File: src/hdl/dma_pkg.sv
package dma_pkg;

  localparam int DATA_W = 32;
  localparam int ADDR_W = 64;
  localparam int CNT_W  = 24;
  localparam int IP_W   = 3;

  // One entry of the command table
  typedef struct packed {
    logic [ADDR_W-1:0] src_addr;
    logic [ADDR_W-1:0] dest_addr;
    logic [CNT_W-1:0]  count;
    logic [IP_W-1:0]   next;
    logic              src_addr_rst;
    logic              dest_addr_rst;
    logic              cont;
    logic              dest_quantum;
    logic              dest_inc;
    logic              dest_dec;
  } cmd_t;

  typedef struct packed {
    logic            enable;
    logic            src_inc;
    logic            src_dec;
    logic [IP_W-1:0] start_ip;
  } ctrl_t;

  typedef struct packed {
    logic busy;
    logic finished;
  } status_t;

  // Word passed from source port to sink port
  typedef struct packed {
    logic              valid;
    logic [DATA_W-1:0] data;
  } word_t;

  typedef enum logic [2:0] {
    IDLE,
    SETUP_CMD,
    ACTIVE,
    END_CMD,
    FLUSH,
    FINISHED
  } chan_state_t;

endpackage

File: src/hdl/dma_source_port.sv
`timescale 1ns/1ps

module dma_source_port (
  input  logic                       clk,
  input  logic                       rst,
  input  logic                       i_run,
  input  logic                       i_grant,
  input  logic                       i_flush,
  output logic                       o_avail,
  output logic                       o_idle,
  output dma_pkg::word_t             o_word,
  output logic                       o_src_activate,
  input  logic                       i_src_ready,
  input  logic [dma_pkg::CNT_W-1:0]  i_src_size,
  output logic                       o_src_strobe,
  input  logic [dma_pkg::DATA_W-1:0] i_src_data
);
  import dma_pkg::*;

  logic [CNT_W-1:0] blk_cnt;
  logic             granted;
  logic             take;

  assign o_avail = o_src_activate && (blk_cnt < i_src_size);
  assign o_idle  = !o_src_activate;

  // One word per grant, or on our own while draining
  assign take = o_avail && (i_grant || i_flush);

  // Drained words are read out but dropped
  assign o_word.valid = o_src_strobe && granted;
  assign o_word.data  = i_src_data;

  always_ff @(posedge clk) begin
    if (rst) begin
      o_src_activate <= 1'b0;
      o_src_strobe   <= 1'b0;
      granted        <= 1'b0;
      blk_cnt        <= '0;
    end else begin
      o_src_strobe <= take;
      granted      <= i_grant;
      if (take) begin
        blk_cnt <= blk_cnt + 1'b1;
      end
      if (!o_src_activate) begin
        // No new block once flush has started
        if (i_run && !i_flush && i_src_ready) begin
          o_src_activate <= 1'b1;
          blk_cnt        <= '0;
        end
      end else if (blk_cnt >= i_src_size) begin
        o_src_activate <= 1'b0;
      end
    end
  end

  // No strobe beyond the end of the open block
  assert property (@(posedge clk) disable iff (rst)
    o_src_strobe |-> o_src_activate && (blk_cnt <= i_src_size));

endmodule

File: src/hdl/dma_channel_ctrl.sv
`timescale 1ns/1ps

module dma_channel_ctrl #(
  parameter int NUM_CMDS = 8
) (
  input  logic                       clk,
  input  logic                       rst,
  input  dma_pkg::ctrl_t             i_ctrl,
  input  dma_pkg::cmd_t              i_cmds [NUM_CMDS],
  input  logic                       i_avail,
  input  logic                       i_space,
  input  logic                       i_written,
  input  logic                       i_src_idle,
  input  logic                       i_snk_idle,
  output logic                       o_run,
  output logic                       o_grant,
  output logic                       o_flush,
  output logic                       o_close,
  output logic                       o_pad,
  output logic [dma_pkg::ADDR_W-1:0] o_src_address,
  output logic [dma_pkg::ADDR_W-1:0] o_snk_address,
  output dma_pkg::status_t           o_status
);
  import dma_pkg::*;

  chan_state_t      state;
  logic [IP_W-1:0]  ip;
  logic [CNT_W-1:0] remaining;
  logic [1:0]       pending;
  logic             drained;
  cmd_t             cmd;

  function automatic logic [ADDR_W-1:0] step_addr(input logic [ADDR_W-1:0] addr,
                                                  input logic inc,
                                                  input logic dec);
    if (inc) begin
      return addr + 1'b1;
    end
    if (dec) begin
      return addr - 1'b1;
    end
    return addr;
  endfunction

  assign cmd     = i_cmds[ip];
  // Granted words not yet written to the sink
  assign drained = (pending == 2'd0);

  assign o_run   = (state == ACTIVE) || (state == FLUSH);
  assign o_flush = (state == FLUSH);
  assign o_pad   = o_flush && cmd.dest_quantum;
  assign o_grant = (state == ACTIVE) && i_ctrl.enable && i_avail && i_space &&
                   (remaining != '0);

  // Partial block ends at command end and in flush once nothing is in flight
  assign o_close = !cmd.dest_quantum && ((state == END_CMD) || (o_flush && drained));

  assign o_status.busy     = (state != IDLE) && (state != FINISHED);
  assign o_status.finished = (state == FINISHED);

  always_ff @(posedge clk) begin
    if (rst) begin
      state     <= IDLE;
      ip        <= '0;
      remaining <= '0;
      pending   <= 2'd0;
    end else begin
      pending <= pending + 2'(o_grant) - 2'(i_written);
      case (state)
        IDLE: begin
          if (i_ctrl.enable) begin
            ip    <= i_ctrl.start_ip;
            state <= SETUP_CMD;
          end
        end
        SETUP_CMD: begin
          remaining <= cmd.count;
          state     <= ACTIVE;
        end
        ACTIVE: begin
          if (o_grant) begin
            remaining <= remaining - 1'b1;
          end
          if (!i_ctrl.enable) begin
            state <= FLUSH;
          end else if ((remaining == '0) && drained) begin
            state <= END_CMD;
          end
        end
        END_CMD: begin
          if (cmd.cont) begin
            ip    <= cmd.next;
            state <= SETUP_CMD;
          end else begin
            state <= FLUSH;
          end
        end
        FLUSH: begin
          if (drained && i_src_idle && i_snk_idle) begin
            state <= FINISHED;
          end
        end
        FINISHED: begin
          if (!i_ctrl.enable) begin
            state <= IDLE;
          end
        end
        default: begin
          state <= IDLE;
        end
      endcase
    end
  end

  // Live address counters
  always_ff @(posedge clk) begin
    if (o_grant) begin
      o_src_address <= step_addr(o_src_address, i_ctrl.src_inc, i_ctrl.src_dec);
    end
    if (i_written) begin
      o_snk_address <= step_addr(o_snk_address, cmd.dest_inc, cmd.dest_dec);
    end
    case (state)
      IDLE: begin
        if (i_ctrl.enable) begin
          o_src_address <= i_cmds[i_ctrl.start_ip].src_addr;
          o_snk_address <= i_cmds[i_ctrl.start_ip].dest_addr;
        end
      end
      SETUP_CMD: begin
        if (cmd.src_addr_rst) begin
          o_src_address <= cmd.src_addr;
        end
        if (cmd.dest_addr_rst) begin
          o_snk_address <= cmd.dest_addr;
        end
      end
      default: begin
      end
    endcase
  end

  // A grant reaches the sink as a write two cycles later
  assert property (@(posedge clk) disable iff (rst)
    o_grant |-> ##2 i_written);

endmodule

File: src/hdl/dma_sink_port.sv
`timescale 1ns/1ps

module dma_sink_port (
  input  logic                       clk,
  input  logic                       rst,
  input  logic                       i_run,
  input  dma_pkg::word_t             i_word,
  input  logic                       i_close,
  input  logic                       i_pad,
  output logic                       o_space,
  output logic                       o_written,
  output logic                       o_idle,
  input  logic [1:0]                 i_snk_ready,
  output logic [1:0]                 o_snk_activate,
  input  logic [dma_pkg::CNT_W-1:0]  i_snk_size,
  output logic                       o_snk_strobe,
  output logic [dma_pkg::DATA_W-1:0] o_snk_data
);
  import dma_pkg::*;

  logic [CNT_W-1:0] blk_cnt;
  logic             bank_open;
  logic             pad_now;
  logic             put;

  assign bank_open = |o_snk_activate;
  assign o_idle    = !bank_open;

  // Word in the source strobe cycle already holds a slot
  assign o_space = bank_open && ((blk_cnt + CNT_W'(i_word.valid)) < i_snk_size);

  // Zeros only fill slots no data word is heading for
  assign pad_now = i_pad && bank_open && !i_word.valid && (blk_cnt < i_snk_size);
  assign put     = i_word.valid || pad_now;

  always_ff @(posedge clk) begin
    if (rst) begin
      o_snk_activate <= 2'b00;
      o_snk_strobe   <= 1'b0;
      o_written      <= 1'b0;
      blk_cnt        <= '0;
    end else begin
      o_snk_strobe <= put;
      o_written    <= i_word.valid;
      if (put) begin
        blk_cnt <= blk_cnt + 1'b1;
      end
      if (!bank_open) begin
        if (i_run && !i_pad && !i_close && (|i_snk_ready)) begin
          // Bank 0 wins when both are ready
          o_snk_activate <= i_snk_ready[0] ? 2'b01 : 2'b10;
          blk_cnt        <= '0;
        end
      end else if ((blk_cnt >= i_snk_size) || i_close) begin
        o_snk_activate <= 2'b00;
      end
    end
  end

  always_ff @(posedge clk) begin
    if (put) begin
      o_snk_data <= i_word.valid ? i_word.data : '0;
    end
  end

  // Writes land inside the bank that was open when they were issued
  assert property (@(posedge clk) disable iff (rst)
    o_snk_strobe |-> bank_open && $past(bank_open));

endmodule

File: src/hdl/dma_top.sv
`timescale 1ns/1ps

module dma_top #(
  parameter int NUM_CMDS = 8
) (
  input  logic                       clk,
  input  logic                       rst,
  input  dma_pkg::ctrl_t             i_ctrl,
  input  dma_pkg::cmd_t              i_cmds [NUM_CMDS],
  output dma_pkg::status_t           o_status,
  input  logic                       i_src_ready,
  output logic                       o_src_activate,
  input  logic [dma_pkg::CNT_W-1:0]  i_src_size,
  output logic                       o_src_strobe,
  input  logic [dma_pkg::DATA_W-1:0] i_src_data,
  input  logic [1:0]                 i_snk_ready,
  output logic [1:0]                 o_snk_activate,
  input  logic [dma_pkg::CNT_W-1:0]  i_snk_size,
  output logic                       o_snk_strobe,
  output logic [dma_pkg::DATA_W-1:0] o_snk_data,
  output logic [dma_pkg::ADDR_W-1:0] o_src_address,
  output logic [dma_pkg::ADDR_W-1:0] o_snk_address
);
  import dma_pkg::*;

  word_t word;
  logic  run;
  logic  grant;
  logic  flush;
  logic  close;
  logic  pad;
  logic  avail;
  logic  space;
  logic  written;
  logic  src_idle;
  logic  snk_idle;

  dma_source_port dma_source_port_inst (
    .clk,
    .rst,
    .i_run          (run),
    .i_grant        (grant),
    .i_flush        (flush),
    .o_avail        (avail),
    .o_idle         (src_idle),
    .o_word         (word),
    .o_src_activate,
    .i_src_ready,
    .i_src_size,
    .o_src_strobe,
    .i_src_data
  );

  dma_channel_ctrl #(
    .NUM_CMDS (NUM_CMDS)
  ) dma_channel_ctrl_inst (
    .clk,
    .rst,
    .i_ctrl,
    .i_cmds,
    .i_avail    (avail),
    .i_space    (space),
    .i_written  (written),
    .i_src_idle (src_idle),
    .i_snk_idle (snk_idle),
    .o_run      (run),
    .o_grant    (grant),
    .o_flush    (flush),
    .o_close    (close),
    .o_pad      (pad),
    .o_src_address,
    .o_snk_address,
    .o_status
  );

  dma_sink_port dma_sink_port_inst (
    .clk,
    .rst,
    .i_run     (run),
    .i_word    (word),
    .i_close   (close),
    .i_pad     (pad),
    .o_space   (space),
    .o_written (written),
    .o_idle    (snk_idle),
    .i_snk_ready,
    .o_snk_activate,
    .i_snk_size,
    .o_snk_strobe,
    .o_snk_data
  );

endmodule

File: config.mk
export PLATFORM = sky130hd
export DESIGN_NAME = dma_top
export DESIGN_NICKNAME = d
export VERILOG_FILES = /design/src/hdl/dma_pkg.sv /design/src/hdl/dma_source_port.sv /design/src/hdl/dma_channel_ctrl.sv /design/src/hdl/dma_sink_port.sv /design/src/hdl/dma_top.sv
export SDC_FILE = /design/constraint.sdc
export NUM_CORES = 2
export LEC_CHECK = 0
export BUFFER_PORTS_ARGS = -buffer_cell sky130_fd_sc_hd__buf_2
export CORE_AREA = 2 2 607 609
export DETAILED_ROUTE_END_ITERATION = 8
export DIE_AREA = 0 0 609 611
export GPL_TIMING_DRIVEN = 0
export HOLD_SLACK_MARGIN = 0.15
export PLACE_DENSITY = 0.3
export SYNTH_ARGS = -nofsm -noshare
export SYNTH_HDL_FRONTEND = slang
export SYNTH_SLANG_ARGS = --single-unit
File: constraint.sdc
create_clock -name clk -period 6.76 [get_ports clk]
set_input_delay 0 -clock clk [delete_from_list [all_inputs] [get_ports clk]]
set_output_delay 0 -clock clk [all_outputs]
set_load 0.01 [all_outputs]
# After elaboration in Yosys (flattened, before gate mapping)
# Cells that the tools add are included.
# W data, S select, Z words.
[word_totals]
regBits = 247
inputBits = 1379
output_inout_bits = 167
elab_cells = 153
[classes]
addsub = 10
magnitude_cmp = 7
eq_ne = 13
muxes = 57
bitwise = 2
reduce_logical = 49
[ops]
columns = ["operator", "count"]
rows = [
  ["$bmux W161 S3", 2],
  ["$mux W64", 14],
  ["$mux W161", 4],
  ["$pmux W64 S2", 2],
  ["$mux W24", 7],
  ["$add A64 B1 Y64 const B", 2],
  ["$sub A64 B1 Y64 const B", 2],
  ["$lt A24 B24 Y1", 3],
  ["$add A24 B1 Y24 const B", 2],
  ["$ge A24 B24 Y1", 2],
  ["$pmux W24 S2", 1],
  ["$add A24 B1 Y24", 1],
  ["$logic_not A24 Y1", 1],
  ["$mux W3", 8],
  ["$reduce_bool A24 Y1", 1],
  ["$sub A24 B1 Y24 const B", 1],
  ["$logic_and A1 B1 Y1", 23],
  ["$pmux W3 S6", 1],
  ["$mux W1", 13],
  ["$ge A4 B4 Y1 const B", 2],
  ["$mux W2", 4],
  ["$ne A2 B2 Y1 const B", 4],
  ["$not A3 Y4", 2],
  ["$logic_not A1 Y1", 7],
  ["17 further kinds", 29],
]

# Logic depth before layout (Yosys ltp)
[logic_depth]
ltp_word = 14
depth_mapped = 24
ltp_nobuf = 20

# Hierarchy
# From an unflattened synthesis, not the netlist that was laid out.
[unflattened]
hier_cells = 3568
area_unflattened_um2 = 35708.0
[modules_own_cells]
columns = ["mod", "instances", "cells_per_inst", "area_per_inst_um2", "seq_area_each_um2"]
rows = [
  ["dma_channel_ctrl", 1, 2836, 29380.7, 3203.1],
  ["dma_sink_port", 1, 440, 4027.6, 1521.5],
  ["dma_source_port", 1, 292, 2299.7, 540.5],
]

# Worst setup path before layout
# Ideal clock, no wire load.
[synth_timing]
path_type = "reg-to-reg"
start = "register dma_sink_port_inst.blk_cnt[2]"
end = "register dma_channel_ctrl_inst.pending[1]"
setup_ns = 0.128
arrival_ns = 4.041
required_ns = 6.632
slack_ns = 2.591
stages_incl_launch_ff = 24
path_buffers = 5
synth_period_minus_slack_ns = 4.169
cell_sequence = "dfxtp_1 clkbuf_1 and3_1 and3_1 and3_1 clkbuf_1 and3_1 clkbuf_1 nand3_1 xnor2_1 ha_1 a21oi_1 o21ai_0 a211oi_1 and4_4 buf_6 buf_6 nand2_2 ha_1 inv_1 ha_1 xor2_1 xnor2_1 nor2_1"
[synth_via]
elab_chain_cells = 7
[synth_lines]
columns = ["element", "line", "source"]
rows = [
  ["from (decl)", "dma_sink_port.sv:21", "logic [CNT_W-1:0] blk_cnt;"],
  ["from (signal assigned)", "dma_sink_port.sv:46", "blk_cnt <= blk_cnt + 1'b1;"],
  ["$add A24 B1 Y24", "dma_sink_port.sv:30", "assign o_space = bank_open && ((blk_cnt + CNT_W'(i_word.valid)) < i_snk_size);"],
  ["$lt A24 B24 Y1", "dma_sink_port.sv:30", ""],
  ["$logic_and A1 B1 Y1", "dma_sink_port.sv:30", ""],
  ["$logic_and A1 B1 Y1 (2 in series)", "dma_channel_ctrl.sv:52", "assign o_grant = (state == ACTIVE) && i_ctrl.enable && i_avail && i_space &&"],
  ["$add A2 B1 Y2", "dma_channel_ctrl.sv:68", "pending <= pending + 2'(o_grant) - 2'(i_written);"],
  ["$sub A2 B1 Y2", "dma_channel_ctrl.sv:68", ""],
  ["to (signal assigned)", "dma_channel_ctrl.sv:68", ""],
  ["to (decl)", "dma_channel_ctrl.sv:29", "logic [1:0] pending;"],
]
# No other way between the ends.
# A chain may end at the register's enable or synchronous reset.

# Final worst setup path
[layout_timing]
start = "register dma_channel_ctrl_inst.ip[1]"
end = "register dma_channel_ctrl_inst.o_src_address[2] (netlist bit)"
[layout_via]
elab_chain_cells = 6
[layout_lines]
columns = ["element", "line", "source"]
rows = [
  ["from (decl)", "dma_channel_ctrl.sv:27", "logic [IP_W-1:0] ip;"],
  ["from (signal assigned)", "dma_channel_ctrl.sv:72", "ip <= i_ctrl.start_ip;"],
  ["from (signal assigned)", "dma_channel_ctrl.sv:92", "ip <= cmd.next;"],
  ["$not A3 Y4 (not written as such)", "dma_channel_ctrl.sv:45", "assign cmd = i_cmds[ip];"],
  ["$bmux W161 S3", "dma_channel_ctrl.sv:45", ""],
  ["$mux W161 (not written as such) (2 in series)", "dma_channel_ctrl.sv:45", ""],
  ["$mux W64", "dma_channel_ctrl.sv:131", "if (cmd.src_addr_rst) begin"],
  ["$pmux W64 S2", "dma_channel_ctrl.sv:123", "case (state)"],
  ["to (signal assigned)", "dma_channel_ctrl.sv:118", "o_src_address <= step_addr(o_src_address, i_ctrl.src_inc, i_ctrl.src_dec);"],
  ["to (signal assigned)", "dma_channel_ctrl.sv:126", "o_src_address <= i_cmds[i_ctrl.start_ip].src_addr;"],
  ["to (signal assigned)", "dma_channel_ctrl.sv:132", "o_src_address <= cmd.src_addr;"],
  ["to (decl)", "dma_channel_ctrl.sv:20", "output logic [dma_pkg::ADDR_W-1:0] o_src_address,"],
]
# No other way between the ends. The select of a mux whose other input is x is not followed.

==> impl_table.tex <==
\begin{tabular}{lr}
\hline
Metric & Value \\
\hline
\multicolumn{2}{l}{\textbf{Outcome}} \\
Run status & complete, but fails checks \\
Failing checks & max-capacitance violations, max-slew violations \\
\multicolumn{2}{l}{\textbf{Detailed routing}} \\
Via count & 47900 \\
Post-detailed-route count of antenna-violating nets & 0 \\
Via density per instance & 4.47 \\
Number of violations reported at the end of detailed-routing iteration 0 & 4884 \\
WL/cell & 45.0 µm \\
Pre-Repair DR Iteration Count & 5 \\
Residual DRC & 0 \\
Total Routed Length & 482000 µm \\
\multicolumn{2}{l}{\textbf{Global route}} \\
First-pass GRT wire length & 584000 µm \\
Global-route track usage on met1 & 27.5\% \\
Met3 track utilization from global routing & 9.61\% \\
GRT busiest layer & met2 \\
Initial antenna violation count & 565 \\
Via count of the first global-routing pass & 45700 \\
Maximum number of pins on one net before global-route repair & 34 \\
All-Layer GR Usage & 24.9\% \\
Leftover overflow at the end of global routing & 0 \\
Met2 routing resource usage after global routing & 42.4\% \\
\multicolumn{2}{l}{\textbf{CTS}} \\
Clock root buffer master & sky130\_fd\_sc\_hd\_\_clkbuf\_16 \\
Clock tree from TritonCTS & built \\
Worst-path clk slew & 0.05 ns \\
Deepest level of the CTS H-tree & 2 \\
Num CTS Buffers & 43 \\
Maximum buffer depth of the clock tree & 3 \\
Source-to-sink clock delay at the later pin of the worst-skew pair & 0.68 ns \\
Post-CTS Setup Repair Bufs & 0 \\
\# clock sinks & 247 \\
\multicolumn{2}{l}{\textbf{Synthesis}} \\
Synthesized cell area & 35500 µm² \\
Synthesized instance count & 3632 \\
Top cells by area in the synthesized netlist & sky130\_fd\_sc\_hd\_\_mux4\_2 (37\%), sky130\_fd\_sc\_hd\_\_dfxtp\_1 (12\%), sky130\_fd\_sc\_hd\_\_mux2i\_1 (7.0\%) \\
Synthesis Warnings & 0 \\
Mapped Nets & 5094 \\
Async SR Flop Fraction & 0\% \\
Proportion of netlist area held by the largest area contributor & 36.7\% \\
Number of register bits inferred by synthesis & 247 \\
Count of flip-flops with a built-in enable after synthesis & 32 \\
Post-synthesis cell type with the largest combined area & sky130\_fd\_sc\_hd\_\_mux4\_2 \\
Sequential share of the synthesized area & 14.8\% \\
Post-Synthesis Mean Instance Area & 9.76 µm² \\
Netlist cell types & 84 \\
Top flip-flop cell by instance count after synthesis & sky130\_fd\_sc\_hd\_\_dfxtp\_1 \\
\multicolumn{2}{l}{\textbf{Critical path}} \\
Data arrival time at the worst-slack endpoint & 7.13 ns \\
Chain of cells forming the critical path & buf\_2 > buf\_2 > clkbuf\_1 > clkbuf\_1 > mux4\_2 > dlygate4sd3\_1 > mux2i\_1 > dlygate4sd3\_1 > o22a\_1 > dlygate4sd3\_1 > o21ai\_1 \\
Largest incremental delay on the critical path & 0.89 ns \\
Setup crit end kind & flip-flop \\
Standard cell with the maximum stage delay on the critical path & sky130\_fd\_sc\_hd\_\_dfxtp\_1 \\
Critical Path Most Common Cell & sky130\_fd\_sc\_hd\_\_dlygate4sd3\_1 \\
Category of the most critical setup path & flip-flop to flip-flop \\
Critical Path Start Type & flip-flop \\
Required time at the worst-slack endpoint & 7.29 ns \\
Crit Path Max Fanout & 10 \\
\multicolumn{2}{l}{\textbf{Placed design}} \\
Pre-CTS setup slack & 0.230 ns \\
Placed wire-length estimate & 427000 µm \\
Routability congestion estimate from global placement & 0.997 \\
Buffers on Ports & 1540 \\
\multicolumn{2}{l}{\textbf{Timing}} \\
RSZ-0062 raised after global routing & false \\
Headroom to the max-slew limit & -0.835\% \\
Worst-margin pin slew & 1.51 ns \\
Count of pins over their slew limit & 11 \\
Fin Clk Skew & 0.0500 ns \\
Number of hold-slack violations in the final timing report & 0 \\
Max Freq & 151 MHz \\
Post-route setup slack & 0.157 ns \\
Setup-failing EPs final & 0 \\
Fin crit share & 97.7\% \\
Crit path time final & 6.60 ns \\
Worst Hold Slack & 0.131 ns \\
Setup\_tns & 0 ns \\
\multicolumn{2}{l}{\textbf{Power}} \\
Combinational fraction of design power & 61.0\% \\
Switching share of total power & 54.0\% \\
Worst-case vdd ir drop & 0.165 mV \\
Pint & 6.43 mW \\
Share of total power in the clock network & 18.3\% \\
Leakage power & 21.3 nW \\
Switching power total & 7.54 mW \\
Total power divided by cell area & 252 nW/µm² \\
Sequential Power Share & 20.7\% \\
\multicolumn{2}{l}{\textbf{Floorplanning}} \\
Starting density of the core & 9.72\% \\
Area of the die & 372000 µm² \\
Die outline height & 611 µm \\
Floorplan row count & 222 \\
Die X & 609 µm \\
Number of top-level pins & 1546 \\
Core area & 365000 µm² \\
\multicolumn{2}{l}{\textbf{Hold path}} \\
Min-Delay Path Class & input pin to flip-flop \\
\multicolumn{2}{l}{\textbf{Finish}} \\
Filler cells & 41800 \\
Most frequent standard cell in the layout excluding fill and tap cells & sky130\_fd\_sc\_hd\_\_buf\_2 \\
Net total in the final layout & 7070 \\
Most frequent cells in the layout & sky130\_fd\_sc\_hd\_\_buf\_2 (1632), sky130\_fd\_sc\_hd\_\_mux4\_2 (578), sky130\_fd\_sc\_hd\_\_dlygate4sd3\_1 (377), sky130\_fd\_sc\_hd\_\_nand2\_1 (315), sky130\_fd\_sc\_hd\_\_mux2i\_1 (248) \\
Share of post-route cells with drive strength above 1 & 42.0\% \\
P\&R area growth vs syn & 56.5\% \\
\multicolumn{2}{l}{\textbf{Run}} \\
Number of max-cap violations & 2 \\
\hline
\end{tabular}
final timing paths:
path                                                     startpoint                                      to  slack, ns  cells past startpoint
worst max-delay path                    dma_channel_ctrl_inst.ip[1]  dma_channel_ctrl_inst.o_src_address[2]       0.16                     11
worst min register to register  dma_channel_ctrl_inst.remaining[14]     dma_channel_ctrl_inst.remaining[14]       0.48                      2
worst min-delay path                                            rst        dma_source_port_inst.blk_cnt[10]       0.13                      3
worst max register to register          dma_channel_ctrl_inst.ip[1]  dma_channel_ctrl_inst.o_src_address[2]       0.16                     11
cells in the mapped netlist, types with 55 or more instances:
| library cell | number |
|---|---|
| sky130_fd_sc_hd__a21oi_1 | 191 |
| sky130_fd_sc_hd__and3_1 | 59 |
| sky130_fd_sc_hd__buf_2 | 76 |
| sky130_fd_sc_hd__clkbuf_1 | 224 |
| sky130_fd_sc_hd__dfxtp_1 | 215 |
| sky130_fd_sc_hd__ha_1 | 83 |
| sky130_fd_sc_hd__inv_1 | 93 |
| sky130_fd_sc_hd__mux2i_1 | 249 |
| sky130_fd_sc_hd__mux4_2 | 578 |
| sky130_fd_sc_hd__nand2_1 | 315 |
| sky130_fd_sc_hd__nand3_1 | 142 |
| sky130_fd_sc_hd__nand4_1 | 110 |
| sky130_fd_sc_hd__nor2_1 | 202 |
| sky130_fd_sc_hd__nor3_1 | 71 |
| sky130_fd_sc_hd__o21ai_0 | 123 |
| sky130_fd_sc_hd__o21ai_1 | 55 |
| sky130_fd_sc_hd__or3_1 | 59 |
| sky130_fd_sc_hd__xnor2_1 | 58 |
| sky130_fd_sc_hd__xor2_1 | 85 |
what timing repair did:
item | 4_1_cts | 5_1_grt
hold buffers | 377 | 0
hold endpoints to repair | 135 | 0
gates resized for setup | 0 | 2
endpoints found under the setup margin | 0 | 20
power by group through the flow:
stage	logic (mW)	clock network, mW	registers (mW)
2_1_floorplan	3.49	0	2.56
3_3_place_gp	8.02	0	2.91
3_5_place_dp	8.05	0	2.90
4_1_cts	8.61	2.65	2.87
5_1_grt	8.89	2.68	2.92
6_report	8.52	2.56	2.89
critical path, delay by kind of cell, from the launching register on:
family / cells / cell delay, ns
flip-flops: 1 / 0.89
multiplexers: 2 / 0.54
buffers and inverters: 7 / 4.69
AO/OA/AOI/OAI: 2 / 0.34
flip-flops by register name, indices dropped and copies added (netlist names), 3 cells and up:
register                             count
dma_source_port_inst.blk_cnt            24
dma_sink_port_inst.o_snk_data           32
dma_channel_ctrl_inst.remaining         24
dma_channel_ctrl_inst.o_snk_address     64
dma_sink_port_inst.blk_cnt              24
dma_channel_ctrl_inst.ip                 3
dma_channel_ctrl_inst.o_src_address     64
dma_channel_ctrl_inst.state              3
logic make-up (layout without fill, tap and decap cells):
group,after synthesis,in the layout,synth area share [%]
xor gates and xnor gates,143,143,3.53
AOI/OAI and AO/OA,688,688,12.4
buffers and inverters,443,2452,5.13
DFF,247,247,14.8
adders and majority gates,83,83,2.93
and+or+nand+nor,1198,1198,17.4
muxes,830,830,43.8
other,0,264,0
per-stage QoR:
| stage | area [µm²] | power [mW] | utilization, % | std cells |
|---|---|---|---|---|
| floorplan | 35500 | 6.04 | - | 3632 |
| global placement | 49200 | 10.9 | 13.5 | 9988 |
| detailed placement | 49600 | 11.0 | 13.6 | 10000 |
| CTS | 54900 | 14.1 | 15.0 | 10500 |
| global route | 55200 | 14.5 | 15.1 | 10600 |
| finish | 55500 | 14.0 | 15.2 | 10700 |
layer usage:
metal	vias up	part of all wire [%]
li1	18900	-
met3	1009	10
met2	3230	48
met4	226	5.1
met5	-	0.31
met1	24500	36
final cells by class:
class / instances / area, µm² / share of cell area, %
inverters: 95 / 357 / 0.642
well taps: 4816 / 6030 / 10.9
diodes: 264 / 661 / 1.19
multi-input cells: 2942 / 28400 / 51.2
clock buffers: 55 / 1150 / 2.07
clock inverters: 23 / 353 / 0.636
repair buffers: 1932 / 11800 / 21.2
flip-flops and latches: 247 / 5270 / 9.48
plain buffers: 347 / 1520 / 2.73
No activity file was read; power rests on OpenSTA's default activity.
